## config.mk

```make
export PLATFORM = sky130hd
export DESIGN_NAME = tx_pack_top
export DESIGN_NICKNAME = d
export VERILOG_FILES = /design/src/hw/tx_pack_pkg.sv /design/src/hw/tx_hdr_if.sv /design/src/hw/tx_beat_if.sv /design/src/hw/tx_req_ctrl.sv /design/src/hw/tx_hdr_decode.sv /design/src/hw/tx_beat_packer.sv /design/src/hw/tx_beat_fifo.sv /design/src/hw/tx_stream_out.sv /design/src/hw/tx_pack_top.sv
export SDC_FILE = /design/constraint.sdc
export NUM_CORES = 2
export LEC_CHECK = 0
export BUFFER_PORTS_ARGS = -buffer_cell sky130_fd_sc_hd__buf_4
export CORE_MARGIN = 3
export CORE_UTILIZATION = 40
export CTS_BUF_LIST = sky130_fd_sc_hd__clkbuf_2
export CTS_CLUSTER_DIAMETER = 40
export DETAILED_ROUTE_END_ITERATION = 16
export GPL_TIMING_DRIVEN = 0
export SYNTH_ARGS = -nofsm -noshare
export SYNTH_HDL_FRONTEND = slang
export SYNTH_HIERARCHICAL = 1
export SYNTH_SLANG_ARGS = --single-unit
```

## constraint.sdc

```tcl
create_clock -name clk_in -period 4.97 [get_ports clk_in]
set_input_delay 0.7455 -clock clk_in [delete_from_list [all_inputs] [get_ports clk_in]]
set_output_delay 0.7455 -clock clk_in [all_outputs]
set_load 0.05 [all_outputs]
```

## src/hw/tx_pack_pkg.sv

```systemverilog
// Transmit packer definitions
package tx_pack_pkg;

   // ----------------------------------------------------------------------
   // widths
   // ----------------------------------------------------------------------
   localparam int DESC_W = 128;
   localparam int DATA_W = 64;
   localparam int LEN_W  = 10;

   // descriptor field positions
   localparam int FMT_PAYLOAD_BIT = 126;
   localparam int FMT_4DW_BIT     = 125;
   localparam int LEN_LSB         = 96;
   // address low bits sit in dword 2 for 3dw, dword 3 for 4dw
   localparam int ADDR3_LSB       = 32;
   localparam int ADDR4_LSB       = 0;
   localparam int QW_BITS         = 3;

   // ----------------------------------------------------------------------
   // beat FIFO sizing
   // ----------------------------------------------------------------------
   localparam int FIFO_DEPTH = 32;
   localparam int FIFO_AW    = $clog2(FIFO_DEPTH);
   // requests and payload held off above this fill level
   localparam int FIFO_AFULL = 16;

   typedef logic [DESC_W-1:0]  desc_t;
   typedef logic [DATA_W-1:0]  data_t;
   typedef logic [LEN_W-1:0]   dw_len_t;
   typedef logic [FIFO_AW:0]   fifo_cnt_t;

   // stored beat is {err, sop, eop, data}
   typedef logic [DATA_W+2:0]  beat_t;
   localparam int BEAT_ERR = DATA_W + 2;
   localparam int BEAT_SOP = DATA_W + 1;
   localparam int BEAT_EOP = DATA_W;

   // request control states
   typedef enum logic [1:0] {
      IDLE,
      HDR_WAIT,
      PAYLOAD
   } ctrl_state_t;

endpackage

```

## src/hw/tx_hdr_if.sv

```systemverilog
// Decoded header attributes
`timescale 1ns/1ns

interface tx_hdr_if;
   import tx_pack_pkg::*;

   // header size and payload flags
   logic    is_3dw;
   logic    has_payload;
   logic    qw_aligned;
   // payload dword count, zero for dataless headers
   dw_len_t length;
   // 3dw, unaligned, with payload: word 0 rides in header beat 1
   logic    merge_first;

   modport src (
      output is_3dw, has_payload, qw_aligned, length, merge_first
   );

   modport dst (
      input is_3dw, has_payload, qw_aligned, length, merge_first
   );

endinterface

```

## src/hw/tx_beat_if.sv

```systemverilog
// Framed beat to the beat FIFO
`timescale 1ns/1ns

interface tx_beat_if;
   import tx_pack_pkg::*;

   // single cycle write strobe, no back-pressure
   logic  wr;
   data_t data;
   // start and end of packet marks
   logic  sop;
   logic  eop;
   // poisoned packet mark
   logic  err;

   modport src (
      output wr, data, sop, eop, err
   );

   modport dst (
      input wr, data, sop, eop, err
   );

endinterface

```

## src/hw/tx_req_ctrl.sv

```systemverilog
// Request and wait-state control
`timescale 1ns/1ns

module tx_req_ctrl (
   input  logic                  clk_in,
   input  logic                  srst,
   input  logic                  tx_req,
   input  logic                  tx_dv,
   input  logic                  tx_dfr,
   input  tx_pack_pkg::fifo_cnt_t fifo_cnt,
   input  logic                  fifo_empty,
   tx_hdr_if.dst                 hdr,
   output logic                  first_req,
   output logic                  tx_ack,
   output logic                  tx_ws,
   output logic                  data_take
);
   import tx_pack_pkg::*;

   ctrl_state_t state;
   ctrl_state_t state_nxt;
   logic        req_q;
   logic        afull_r;
   logic        req_pend;
   logic        hold_hdr;

   // rising edge of the request level
   assign first_req = tx_req & ~req_q;

   // request latch lives in HDR_WAIT, cleared by the ack
   assign req_pend = (state == HDR_WAIT);

   // merged header needs word 0 present in the ack cycle
   assign tx_ack = req_pend & ~afull_r & (~hdr.merge_first | tx_dv);

   // 4dw or aligned: payload waits until both header beats are written
   assign hold_hdr = req_pend & ~(hdr.is_3dw & ~hdr.qw_aligned);
   // first request cycle also holds data off, attributes not yet settled
   assign tx_ws = afull_r | first_req | hold_hdr;

   // ----------------------------------------------------------------------
   // payload accept and state transitions
   // ----------------------------------------------------------------------
   always_comb begin
      data_take = 1'b0;
      state_nxt = state;
      case (state)
         IDLE: begin
            if (first_req) begin
               state_nxt = HDR_WAIT;
            end
         end
         HDR_WAIT: begin
            // only the merged header takes a word here
            data_take = tx_ack & hdr.merge_first;
            if (tx_ack) begin
               if (!hdr.has_payload || (data_take && !tx_dfr)) begin
                  state_nxt = IDLE;
               end else begin
                  state_nxt = PAYLOAD;
               end
            end
         end
         PAYLOAD: begin
            data_take = tx_dv & ~afull_r;
            // dfr low marks the last word
            if (data_take && !tx_dfr) begin
               state_nxt = IDLE;
            end
         end
         default: state_nxt = IDLE;
      endcase
   end

   always_ff @(posedge clk_in) begin
      if (srst) begin
         state   <= IDLE;
         req_q   <= 1'b0;
         afull_r <= 1'b0;
      end else begin
         state   <= state_nxt;
         req_q   <= tx_req;
         afull_r <= (fifo_cnt > fifo_cnt_t'(FIFO_AFULL)) & ~fifo_empty;
      end
   end

   // source keeps tx_req high until it sees the ack
   a_ack_has_req: assert property (@(posedge clk_in) disable iff (srst)
      tx_ack |-> tx_req)
      else $error("tx_ack without pending request");

   // state based accept must agree with the external wait state
   a_take_no_ws: assert property (@(posedge clk_in) disable iff (srst)
      data_take |-> !tx_ws)
      else $error("payload taken while tx_ws high");

endmodule

```

## src/hw/tx_hdr_decode.sv

```systemverilog
// Descriptor decoder
`timescale 1ns/1ns

module tx_hdr_decode (
   input  logic               clk_in,
   input  logic               srst,
   input  logic               first_req,
   input  tx_pack_pkg::desc_t tx_desc,
   tx_hdr_if.src              hdr
);
   import tx_pack_pkg::*;

   logic                dec_3dw;
   logic                dec_payload;
   logic                dec_aligned;
   logic [QW_BITS-1:0]  dec_addr;
   dw_len_t             dec_len;

   logic                is_3dw_r;
   logic                has_payload_r;
   logic                qw_aligned_r;
   dw_len_t             length_r;

   // format bits
   assign dec_3dw     = ~tx_desc[FMT_4DW_BIT];
   assign dec_payload = tx_desc[FMT_PAYLOAD_BIT];
   // low address bits depend on header size
   assign dec_addr    = dec_3dw ? tx_desc[ADDR3_LSB +: QW_BITS] :
                                  tx_desc[ADDR4_LSB +: QW_BITS];
   assign dec_aligned = (dec_addr == '0);
   // length only counts when a payload follows
   assign dec_len     = dec_payload ? tx_desc[LEN_LSB +: LEN_W] : '0;

   // capture on the first request cycle, hold until the next one
   always_ff @(posedge clk_in) begin
      if (srst) begin
         is_3dw_r      <= 1'b0;
         has_payload_r <= 1'b0;
         qw_aligned_r  <= 1'b0;
         length_r      <= '0;
      end else if (first_req) begin
         is_3dw_r      <= dec_3dw;
         has_payload_r <= dec_payload;
         qw_aligned_r  <= dec_aligned;
         length_r      <= dec_len;
      end
   end

   // forward the fresh decode during the first request cycle
   assign hdr.is_3dw      = first_req ? dec_3dw     : is_3dw_r;
   assign hdr.has_payload = first_req ? dec_payload : has_payload_r;
   assign hdr.qw_aligned  = first_req ? dec_aligned : qw_aligned_r;
   assign hdr.length      = first_req ? dec_len     : length_r;
   assign hdr.merge_first = hdr.is_3dw & ~hdr.qw_aligned & hdr.has_payload;

endmodule

```

## src/hw/tx_beat_packer.sv

```systemverilog
// Header and payload beat packer
`timescale 1ns/1ns

module tx_beat_packer (
   input  logic               clk_in,
   input  logic               first_req,
   input  logic               tx_ack,
   input  logic               data_take,
   input  logic               tx_dfr,
   input  logic               tx_err,
   input  tx_pack_pkg::desc_t tx_desc,
   input  tx_pack_pkg::data_t tx_data,
   tx_hdr_if.dst              hdr,
   tx_beat_if.src             beat
);
   import tx_pack_pkg::*;

   data_t beat_d;
   logic  wr_d;
   logic  sop_d;
   logic  eop_d;
   logic  eop_hdr;
   logic  eop_data;

   data_t data_r;
   logic  wr_r;
   logic  sop_r;
   logic  eop_r;
   logic  err_r;

   // ----------------------------------------------------------------------
   // beat data select
   // ----------------------------------------------------------------------
   //   beat 0     H0 H1
   //   beat 1     H2 H3, or H2 D0 for the merged header
   //   payload    dwords swapped, low dword goes first on the link
   always_comb begin
      if (first_req) begin
         beat_d = tx_desc[DESC_W-1 -: DATA_W];
      end else if (tx_ack) begin
         if (hdr.merge_first) begin
            beat_d = {tx_desc[DATA_W-1 -: DATA_W/2], tx_data[DATA_W-1 -: DATA_W/2]};
         end else begin
            beat_d = tx_desc[DATA_W-1:0];
         end
      end else begin
         beat_d = {tx_data[DATA_W/2-1:0], tx_data[DATA_W-1 -: DATA_W/2]};
      end
   end

   // one write per header phase or accepted word
   // merged word 0 shares the ack cycle, so no second write
   assign wr_d  = first_req | tx_ack | data_take;
   assign sop_d = first_req;

   // ----------------------------------------------------------------------
   // end of packet
   // ----------------------------------------------------------------------
   // dataless header, or merged header carrying its only dword
   assign eop_hdr  = tx_ack & (~hdr.has_payload |
                               (hdr.merge_first & (hdr.length == dw_len_t'(1))));
   // last payload word accepted
   assign eop_data = data_take & ~tx_dfr;
   assign eop_d    = eop_hdr | eop_data;

   // single register stage into the FIFO
   always_ff @(posedge clk_in) begin
      wr_r   <= wr_d;
      data_r <= beat_d;
      sop_r  <= sop_d;
      eop_r  <= eop_d;
      // source holds tx_err for the whole packet
      err_r  <= tx_err;
   end

   assign beat.wr   = wr_r;
   assign beat.data = data_r;
   assign beat.sop  = sop_r;
   assign beat.eop  = eop_r;
   assign beat.err  = err_r;

endmodule

```

## src/hw/tx_beat_fifo.sv

```systemverilog
// Synchronous beat FIFO
`timescale 1ns/1ns

module tx_beat_fifo #(
   parameter int DEPTH_LOG2 = tx_pack_pkg::FIFO_AW
) (
   input  logic                   clk_in,
   input  logic                   srst,
   tx_beat_if.dst                 beat,
   input  logic                   rd,
   output tx_pack_pkg::beat_t     q,
   output logic                   empty,
   output tx_pack_pkg::fifo_cnt_t cnt
);
   import tx_pack_pkg::*;

   localparam int DEPTH = 1 << DEPTH_LOG2;

   beat_t                 mem [DEPTH];
   logic [DEPTH_LOG2-1:0] wptr;
   logic [DEPTH_LOG2-1:0] rptr;
   fifo_cnt_t             cnt_r;
   logic                  full;
   logic                  wr_en;
   logic                  rd_en;
   beat_t                 wr_word;

   // field order follows BEAT_ERR, BEAT_SOP, BEAT_EOP
   assign wr_word = {beat.err, beat.sop, beat.eop, beat.data};

   assign full  = (cnt_r == fifo_cnt_t'(DEPTH));
   assign empty = (cnt_r == '0);
   assign cnt   = cnt_r;

   assign wr_en = beat.wr & ~full;
   assign rd_en = rd & ~empty;

   // pointers and fill count
   always_ff @(posedge clk_in) begin
      if (srst) begin
         wptr  <= '0;
         rptr  <= '0;
         cnt_r <= '0;
      end else begin
         if (wr_en) begin
            wptr <= wptr + 1'b1;
         end
         if (rd_en) begin
            rptr <= rptr + 1'b1;
         end
         case ({wr_en, rd_en})
            2'b10:   cnt_r <= cnt_r + 1'b1;
            2'b01:   cnt_r <= cnt_r - 1'b1;
            default: cnt_r <= cnt_r;
         endcase
      end
   end

   // storage and registered read port
   always_ff @(posedge clk_in) begin
      if (wr_en) begin
         mem[wptr] <= wr_word;
      end
      if (rd_en) begin
         q <= mem[rptr];
      end
   end

   // almost-full throttle upstream must keep room for in-flight beats
   a_no_overflow: assert property (@(posedge clk_in) disable iff (srst)
      beat.wr |-> !full)
      else $error("beat FIFO write while full");

   a_no_underflow: assert property (@(posedge clk_in) disable iff (srst)
      rd |-> !empty)
      else $error("beat FIFO read while empty");

endmodule

```

## src/hw/tx_stream_out.sv

```systemverilog
// Streaming output stage
`timescale 1ns/1ns

module tx_stream_out (
   input  logic               clk_in,
   input  logic               srst,
   input  tx_pack_pkg::beat_t q,
   input  logic               empty,
   output logic               rd,
   input  logic               tx_stream_ready,
   output tx_pack_pkg::data_t tx_stream_data,
   output logic               tx_stream_sop,
   output logic               tx_stream_eop,
   output logic               tx_stream_err,
   output logic               tx_stream_valid
);
   import tx_pack_pkg::*;

   beat_t out_r;
   logic  out_valid;
   // FIFO q holds a read beat not yet moved out
   logic  q_vld;
   logic  load;

   // move q into the output register when it is free or draining
   assign load = q_vld & (~out_valid | tx_stream_ready);
   // a new read may overwrite q only once it has moved on
   assign rd   = ~empty & (~q_vld | load);

   always_ff @(posedge clk_in) begin
      if (srst) begin
         q_vld     <= 1'b0;
         out_valid <= 1'b0;
      end else begin
         q_vld     <= rd | (q_vld & ~load);
         out_valid <= load | (out_valid & ~tx_stream_ready);
      end
   end

   always_ff @(posedge clk_in) begin
      if (load) begin
         out_r <= q;
      end
   end

   // split the stored beat into port fields
   assign tx_stream_data  = out_r[DATA_W-1:0];
   assign tx_stream_sop   = out_r[BEAT_SOP];
   assign tx_stream_eop   = out_r[BEAT_EOP];
   assign tx_stream_err   = out_r[BEAT_ERR];
   assign tx_stream_valid = out_valid;

   a_hold_on_stall: assert property (@(posedge clk_in) disable iff (srst)
      tx_stream_valid && !tx_stream_ready |=> tx_stream_valid && $stable(tx_stream_data))
      else $error("output beat changed while stalled");

endmodule

```

## src/hw/tx_pack_top.sv

```systemverilog
// Transmit packer top level
`timescale 1ns/1ns

module tx_pack_top (
   input  logic               clk_in,
   input  logic               srst,
   // request port
   input  logic               tx_req,
   output logic               tx_ack,
   input  tx_pack_pkg::desc_t tx_desc,
   output logic               tx_ws,
   // payload source
   input  logic               tx_err,
   input  logic               tx_dv,
   input  logic               tx_dfr,
   input  tx_pack_pkg::data_t tx_data,
   // streaming link
   input  logic               tx_stream_ready,
   output tx_pack_pkg::data_t tx_stream_data,
   output logic               tx_stream_sop,
   output logic               tx_stream_eop,
   output logic               tx_stream_err,
   output logic               tx_stream_valid,
   output logic               tx_fifo_empty
);
   import tx_pack_pkg::*;

   logic      first_req;
   logic      data_take;
   fifo_cnt_t fifo_cnt;
   logic      fifo_rd;
   beat_t     fifo_q;

   tx_hdr_if  hdr_if ();
   tx_beat_if beat_if ();

   // ----------------------------------------------------------------------
   // request side
   // ----------------------------------------------------------------------
   tx_req_ctrl u_ctrl (
      .clk_in     (clk_in),
      .srst       (srst),
      .tx_req     (tx_req),
      .tx_dv      (tx_dv),
      .tx_dfr     (tx_dfr),
      .fifo_cnt   (fifo_cnt),
      .fifo_empty (tx_fifo_empty),
      .hdr        (hdr_if.dst),
      .first_req  (first_req),
      .tx_ack     (tx_ack),
      .tx_ws      (tx_ws),
      .data_take  (data_take)
   );

   tx_hdr_decode u_decode (
      .clk_in    (clk_in),
      .srst      (srst),
      .first_req (first_req),
      .tx_desc   (tx_desc),
      .hdr       (hdr_if.src)
   );

   tx_beat_packer u_packer (
      .clk_in    (clk_in),
      .first_req (first_req),
      .tx_ack    (tx_ack),
      .data_take (data_take),
      .tx_dfr    (tx_dfr),
      .tx_err    (tx_err),
      .tx_desc   (tx_desc),
      .tx_data   (tx_data),
      .hdr       (hdr_if.dst),
      .beat      (beat_if.src)
   );

   // ----------------------------------------------------------------------
   // buffer and link side
   // ----------------------------------------------------------------------
   tx_beat_fifo u_fifo (
      .clk_in (clk_in),
      .srst   (srst),
      .beat   (beat_if.dst),
      .rd     (fifo_rd),
      .q      (fifo_q),
      .empty  (tx_fifo_empty),
      .cnt    (fifo_cnt)
   );

   tx_stream_out u_out (
      .clk_in          (clk_in),
      .srst            (srst),
      .q               (fifo_q),
      .empty           (tx_fifo_empty),
      .rd              (fifo_rd),
      .tx_stream_ready (tx_stream_ready),
      .tx_stream_data  (tx_stream_data),
      .tx_stream_sop   (tx_stream_sop),
      .tx_stream_eop   (tx_stream_eop),
      .tx_stream_err   (tx_stream_err),
      .tx_stream_valid (tx_stream_valid)
   );

endmodule

```

======== After elaboration in Yosys (flattened, before gate mapping) ========
Memory sizes are Yosys's and may differ from the RTL's. A register that Yosys moved wholly into a read port is not among the register bits.
Index checks and enable logic that the tools add are counted.
storage, ports and cells
  flip-flop bits (word level) ............. 170
  RAM bits ................................ 2144
  word-level logic and storage cells ...... 104
  memories ................................ 1
memory list
  name        depth  bits a word  read ports  clocked after Yosys merged registers in  write ports  line                text
  u_fifo.mem  32     67           1           1                                        1            tx_beat_fifo.sv:19  beat_t mem [DEPTH];
cells by class
  $add $sub $neg .......................... 4
  order comparisons ....................... 1
  equality and inequality tests ........... 9
  muxes and demuxes ....................... 18
  bitwise logic cells ..................... 43
  reduce and logical (&&, ||, !) cells .... 10
operators with widths
  operator             count
  $mux 64              2
  $mux 32              1
  $mux 10              2
  $and 1x1->1          18
  $not 1->1            14
  $pmux 6 s2           1
  $or 1x1->1           11
  $add 5x1->5 const B  2
  $eq 10x1->1 const B  1
  $mux 2               4
  $add 6x1->6 const B  1
  $eq 6x6->1 const B   1
  $gt 6x5->1 const B   1
  $logic_not 6->1      1
  $ne 2x1->1 const B   3
  $pmux 2 s3           1
  $sub 6x1->6 const B  1
  $mux 1               5
  $eq 2x1->1 const B   2
  $eq 2x2->1 const B   2
  $logic_not 3->1      1
  $mux 3               1
  $reduce_and 3->1     1
  $logic_and 1x1->1    2
  5 further kinds      6

======== Logic depth before layout (Yosys ltp) ========
  depth in word-level cells ............... 15
  gate-level depth with buffers ........... 13

======== By module ========
The synthesis kept the hierarchy.
modules (own cells, without submodules)
  module          instances  cells an instance  area each (µm²)
  tx_beat_fifo    1          3635               83930.5
  tx_beat_packer  1          291                2770.2
  tx_stream_out   1          76                 2092.0
  tx_hdr_decode   1          73                 534.3
  tx_req_ctrl     1          33                 294.0

======== Worst setup path after synthesis ========
Ideal clock, no wire load.
  path kind ............................... reg2reg
  from .................................... reg u_fifo.cnt_r[0], in the netlist u_fifo/cnt[0]
  to ...................................... reg u_fifo.cnt_r[5], in the netlist u_fifo/cnt[5]
  data arrival time ....................... 5.551 ns
  slack ................................... -0.702 ns
  cell stages (with the launch flop) ...... 13
  path buffers ............................ 1
  clock period less this slack ............ 5.672 ns
  cells stage by stage .................... dfxtp_1 or4_1 buf_2 nor3_1 nor2b_1 o31ai_4 inv_1 ha_1 ha_1 or4b_2 a21oi_1 nand4b_1 mux2_2
on the way
  cells in the longest elaborated chain, start to end .. 6
  elaborated cells on any way between the ends .. 13
ends and longest elaborated chain
  what                                                    line                 text
  start: declaration                                      tx_beat_fifo.sv:22   fifo_cnt_t cnt_r;
  start signal: assignment                                tx_beat_fifo.sv:52   2'b10: cnt_r <= cnt_r + 1'b1;
  start signal: assignment                                tx_beat_fifo.sv:53   2'b01: cnt_r <= cnt_r - 1'b1;
  start signal: assignment                                tx_beat_fifo.sv:54   default: cnt_r <= cnt_r;
  $logic_not 6->1 (*)                                     tx_beat_fifo.sv:32   assign empty = (cnt_r == '0);
  via tx_fifo_empty                                       tx_pack_top.sv:24    output logic tx_fifo_empty
  $not 1->1 (*)                                           tx_stream_out.sv:28  assign rd = ~empty & (~q_vld | load);
  $and 1x1->1 (*)                                         tx_stream_out.sv:28
  via fifo_rd                                             tx_pack_top.sv:31    logic fifo_rd;
  $and 1x1->1 (*)                                         tx_beat_fifo.sv:36   assign rd_en = rd & ~empty;
  via u_fifo.rd_en                                        tx_beat_fifo.sv:25   logic rd_en;
  $eq 2x1->1 / $eq 2x2->1 (equally long branches)         tx_beat_fifo.sv:51   case ({wr_en, rd_en})
  $pmux 6 s2 / $reduce_bool 2->1 (equally long branches)  n/a
The timed path passes the listed nets; every way through them passes the cells marked *.
A chain may end at the register's enable or synchronous reset.

======== Final worst setup path ========
  from .................................... in tx_desc[125]
  to ...................................... reg u_packer.data_r[11], in the netlist u_packer/beat.data[11]
on the way
  cells in the longest elaborated chain, start to end .. 11
  elaborated cells on any way between the ends .. 14
ends and longest elaborated chain
  what                          line                  text
  start: declaration            tx_pack_top.sv:10     input tx_pack_pkg::desc_t tx_desc,
  $mux 3                        tx_hdr_decode.sv:28   assign dec_addr = dec_3dw ? tx_desc[ADDR3_LSB +: QW_BITS] :
  $logic_not 3->1               tx_hdr_decode.sv:30   assign dec_aligned = (dec_addr == '0);
  $mux 1                        tx_hdr_decode.sv:52   assign hdr.qw_aligned = first_req ? dec_aligned : qw_aligned_r;
  $not 1->1                     tx_hdr_decode.sv:54   assign hdr.merge_first = hdr.is_3dw & ~hdr.qw_aligned & hdr.has_payload;
  $and 1x1->1 (*) (2 in a row)  tx_hdr_decode.sv:54
  via hdr_if.merge_first        tx_hdr_if.sv:14       logic merge_first;
  $not 1->1                     tx_req_ctrl.sv:34     assign tx_ack = req_pend & ~afull_r & (~hdr.merge_first | tx_dv);
  $or 1x1->1                    tx_req_ctrl.sv:34
  $and 1x1->1                   tx_req_ctrl.sv:34
  $mux 64 (*)                   tx_beat_packer.sv:40  end else if (tx_ack) begin
  $mux 64 (*)                   tx_beat_packer.sv:38  if (first_req) begin
  via u_packer.beat_d[11]       tx_beat_packer.sv:18  data_t beat_d;
  end signal: assignment        tx_beat_packer.sv:69  data_r <= beat_d;
  end: declaration              tx_beat_packer.sv:25  data_t data_r;
Marked as above.

==> results.toml <==
[critical_path]
crit_slowest_cell = "dlygate4sd3_1"
required_ns = 6.70
crit_path_cell_trace = "dlygate4sd3_1 -> buf_4 -> dlygate4sd3_1 -> nor4_1 -> dlygate4sd3_1 -> or3_1 -> a21oi_1 -> nor2b_2 -> nor3b_4 -> buf_6 -> nand2b_2 -> buf_6 -> buf_8 -> mux2i_1 -> dlygate4sd3_1 -> o21ai_1 -> dlygate4sd3_1 -> dlygate4sd3_1"
startpoint = "tx_desc[125]"
max_stage_delay_ns = 0.65
arrival_ns = 6.65
crit_fanout = 10
cp_common_cell = "dlygate4sd3_1"
critical_path.endpoint_type = "flip-flop"
crit_path_start_kind = "input port"
crit_buf_inv = 10
cp_top_family = "buffers and inverters"
r2r_start = "u_ctrl/req_q$_SDFF_PP0_"
crit_type = "input port to flip-flop"

[detailed_routing]
avgRoutedWirePerCell_um = 29.3
vias_per_cell = 5.56
final_antenna_net_count = 0
finalWirelength_um = 261000
drt_pre_antenna_iters = 6
vias = 49600
drt_iter0_markers = 4980
drcViolationCount = 0

[synth]
yosysMostFrequentCell = "edfxtp_1"
synthTopCellsByCount = "edfxtp_1, mux4_2, mux2i_1"
synth_nets = 4321
synth.cell_area_um2 = 89600
synth.avg_cell_area_um2 = 21.8
synth_ff_type = "edfxtp_1"
yosysTopAreaCell = "edfxtp_1"
synth_edf_count = 2278
ys_ff_latch = 2381
yosys_warnings = 6
synth_area_leaders = "edfxtp_1, mux4_2, mux2i_1"
yosysSeqAreaShare_pct = 78.6
async_reset_ff_share_pct = 0
synth_top_area_share_pct = 76.3
synthCells = 4108
yosys.cell_types.count = 68

[clock_network]
cts_tree = "done"
path_clk_slew_ns = 0.09
numCtsBuffers = 612
cts.sinks = 2381
cts.path.max_buffers = 4
cts_root_buf = "clkbuf_2"
insertion_delay_ns = 1.85
cts.htree.levels = 6

[place]
gp_congestion = 0.786
place_ws_ns = 0.291
hpwlAfterDp_um = 170000
io_buffer_count = 269

[timing]
period_needed_ns = 4.92
setup_ws_ns = 0.0490
clock_skew_ns = 0.161
hold_viol = 0
slew_headroom_pct = 3.43
setup_violations = 0
hold_slack_ns = 0.275
slew_viol_final = 0
max_freq_mhz = 203
tightestPinTransition_ns = 1.44
fin_crit_sh_pct = 99.0

[pwr]
finalPower_mw = 49.6
ir_drop_mv = 0.318
cellLeakagePower_nw = 35.5
power.density_nw_per_um2 = 462

[finish]
syn_to_final_growth_pct = 19.9
fin_nets = 5719
drive_gt1_share_pct = 33.7

[global_routing]
grt_util_all_layers_pct = 22.6
grt_max_degree = 50
globalRouteOverflowTotal = 0
grt_pass1_vias = 52100
grt_pass1_wl_um = 369000
grt_antenna_before_repair = 17

[floorplan]
fp.dieW_um = 479
start_util_pct = 40.3
rows = 173
die_h_um = 479
ios = 270
coreArea_um2 = 223000
die_area_um2 = 230000

[outcome]
status = "complete, no violations"

[hold_path]
hold_path.class = "input port to flip-flop"
min_from = "tx_desc[37]"

[job]
cap_violations = 0
flip-flops by register name, indices dropped and copies added, names as in the netlist, 2 cells and up:
register and flops:
u_fifo/mem 2144, u_decode/length_r 10, u_fifo/rptr 5, u_fifo/wptr 5
u_fifo/cnt 6, u_out/out_r 67, u_fifo/q 67, u_ctrl/state 2
u_packer/beat.data 64
cells in the final DEF (no fill, tap or decap), drive strengths merged, types with 5 or more instances in the layout:
cell         count
nand2b           7
nor2b           14
nand3b           5
edfxtp        2278
a21oi           68
diode           12
dlygate4sd3    396
nor2            52
nand2          101
xor2             5
buf            528
a22oi          110
clkbuf         973
mux4           447
inv             31
dfxtp          103
o21ai           74
o221ai          47
a211oi          45
a22o            29
nand4            5
nand3           23
ha              13
or3              8
mux2i          258
a31oi           15
bufinv           5
clkinv         127
clkinvlp         5
o22ai           89
nor3             8
a2111oi         16
through the flow:
step           utilization, %  cells  area [um2]  setup TNS, ns
2_1_floorplan               -   4108       89600              0
3_3_place_gp             42.9   7352       95400       -7611.43
3_5_place_dp             44.1   7469       98200              0
4_1_cts                  48.3   8902      107000              0
5_1_grt                  48.3   8908      107000       -0.00270
6_report                 48.3   8914      107000              0
layout make-up:
| class | instances | area, um2 |
|---|---|---|
| clock buffers | 886 | 4430 |
| plain buffers | 227 | 1310 |
| diodes | 12 | 30.0 |
| well taps | 2975 | 3720 |
| flip-flops and latches | 2381 | 70500 |
| inverters | 19 | 77.6 |
| multi-input cells | 1481 | 18000 |
| fillers | 18500 | 115000 |
| repair buffers | 784 | 8620 |
| clock inverters | 149 | 741 |
worst paths after layout:
kind / endpoint / slack, ns / depth (start not counted)
setup / recovery: u_packer/beat.data[11]$_DFF_P_ / 0.05 / 18
hold / removal: u_packer/beat.data[37]$_DFF_P_ / 0.27 / 5
setup reg to reg: u_packer/beat.data[11]$_DFF_P_ / 0.14 / 18
hold reg to reg: u_out/out_r[59]$_DFFE_PP_ / 0.38 / 0
worst min-delay path, delay by kind of cell:
family                 cells  cell delay (ns)
buffers and inverters      3             1.16
AO/OA/AOI/OAI              1             0.12
multiplexers               1             0.05
cells by family (layout without fill, tap and decap cells):
| family | after synthesis | after routing | share of synthesized area (%) |
|---|---|---|---|
| compound gates | 508 | 508 | 4.13 |
| xor+xnor | 6 | 6 | 0.0586 |
| fa+ha+maj | 14 | 14 | 0.204 |
| buf+inv | 246 | 2065 | 1.53 |
| flops | 2381 | 2381 | 78.6 |
| mux | 706 | 706 | 14.1 |
| other cells | 0 | 12 | 0 |
| simple gates | 247 | 247 | 1.33 |
power breakdown:
part           total [mW]  internal [mW]  switching (mW)  leakage [nW]
Combinational        11.6           4.85            6.72          9.89
Clock                12.8           4.99            7.79          4.06
Sequential           25.3           24.2            1.11          21.5
per-layer routing:
metal / wire length, um / global-route usage [%] / up-vias
li1: - / - / 20500
met1: 99200 / 28.3 / 26000
met2: 127000 / 36.5 / 2436
met3: 21200 / 5.26 / 543
met4: 14300 / 12.3 / 0
met5: 0 / 0 / -
what timing repair did:
action	4_1_cts	5_1_grt
setup buffers	2	0
hold buffers	396	0
gates resized for setup	1	3
hold endpoints to repair	170	0
setup endpoints to repair	1	2
No activity file was read; power rests on OpenSTA's default activity.
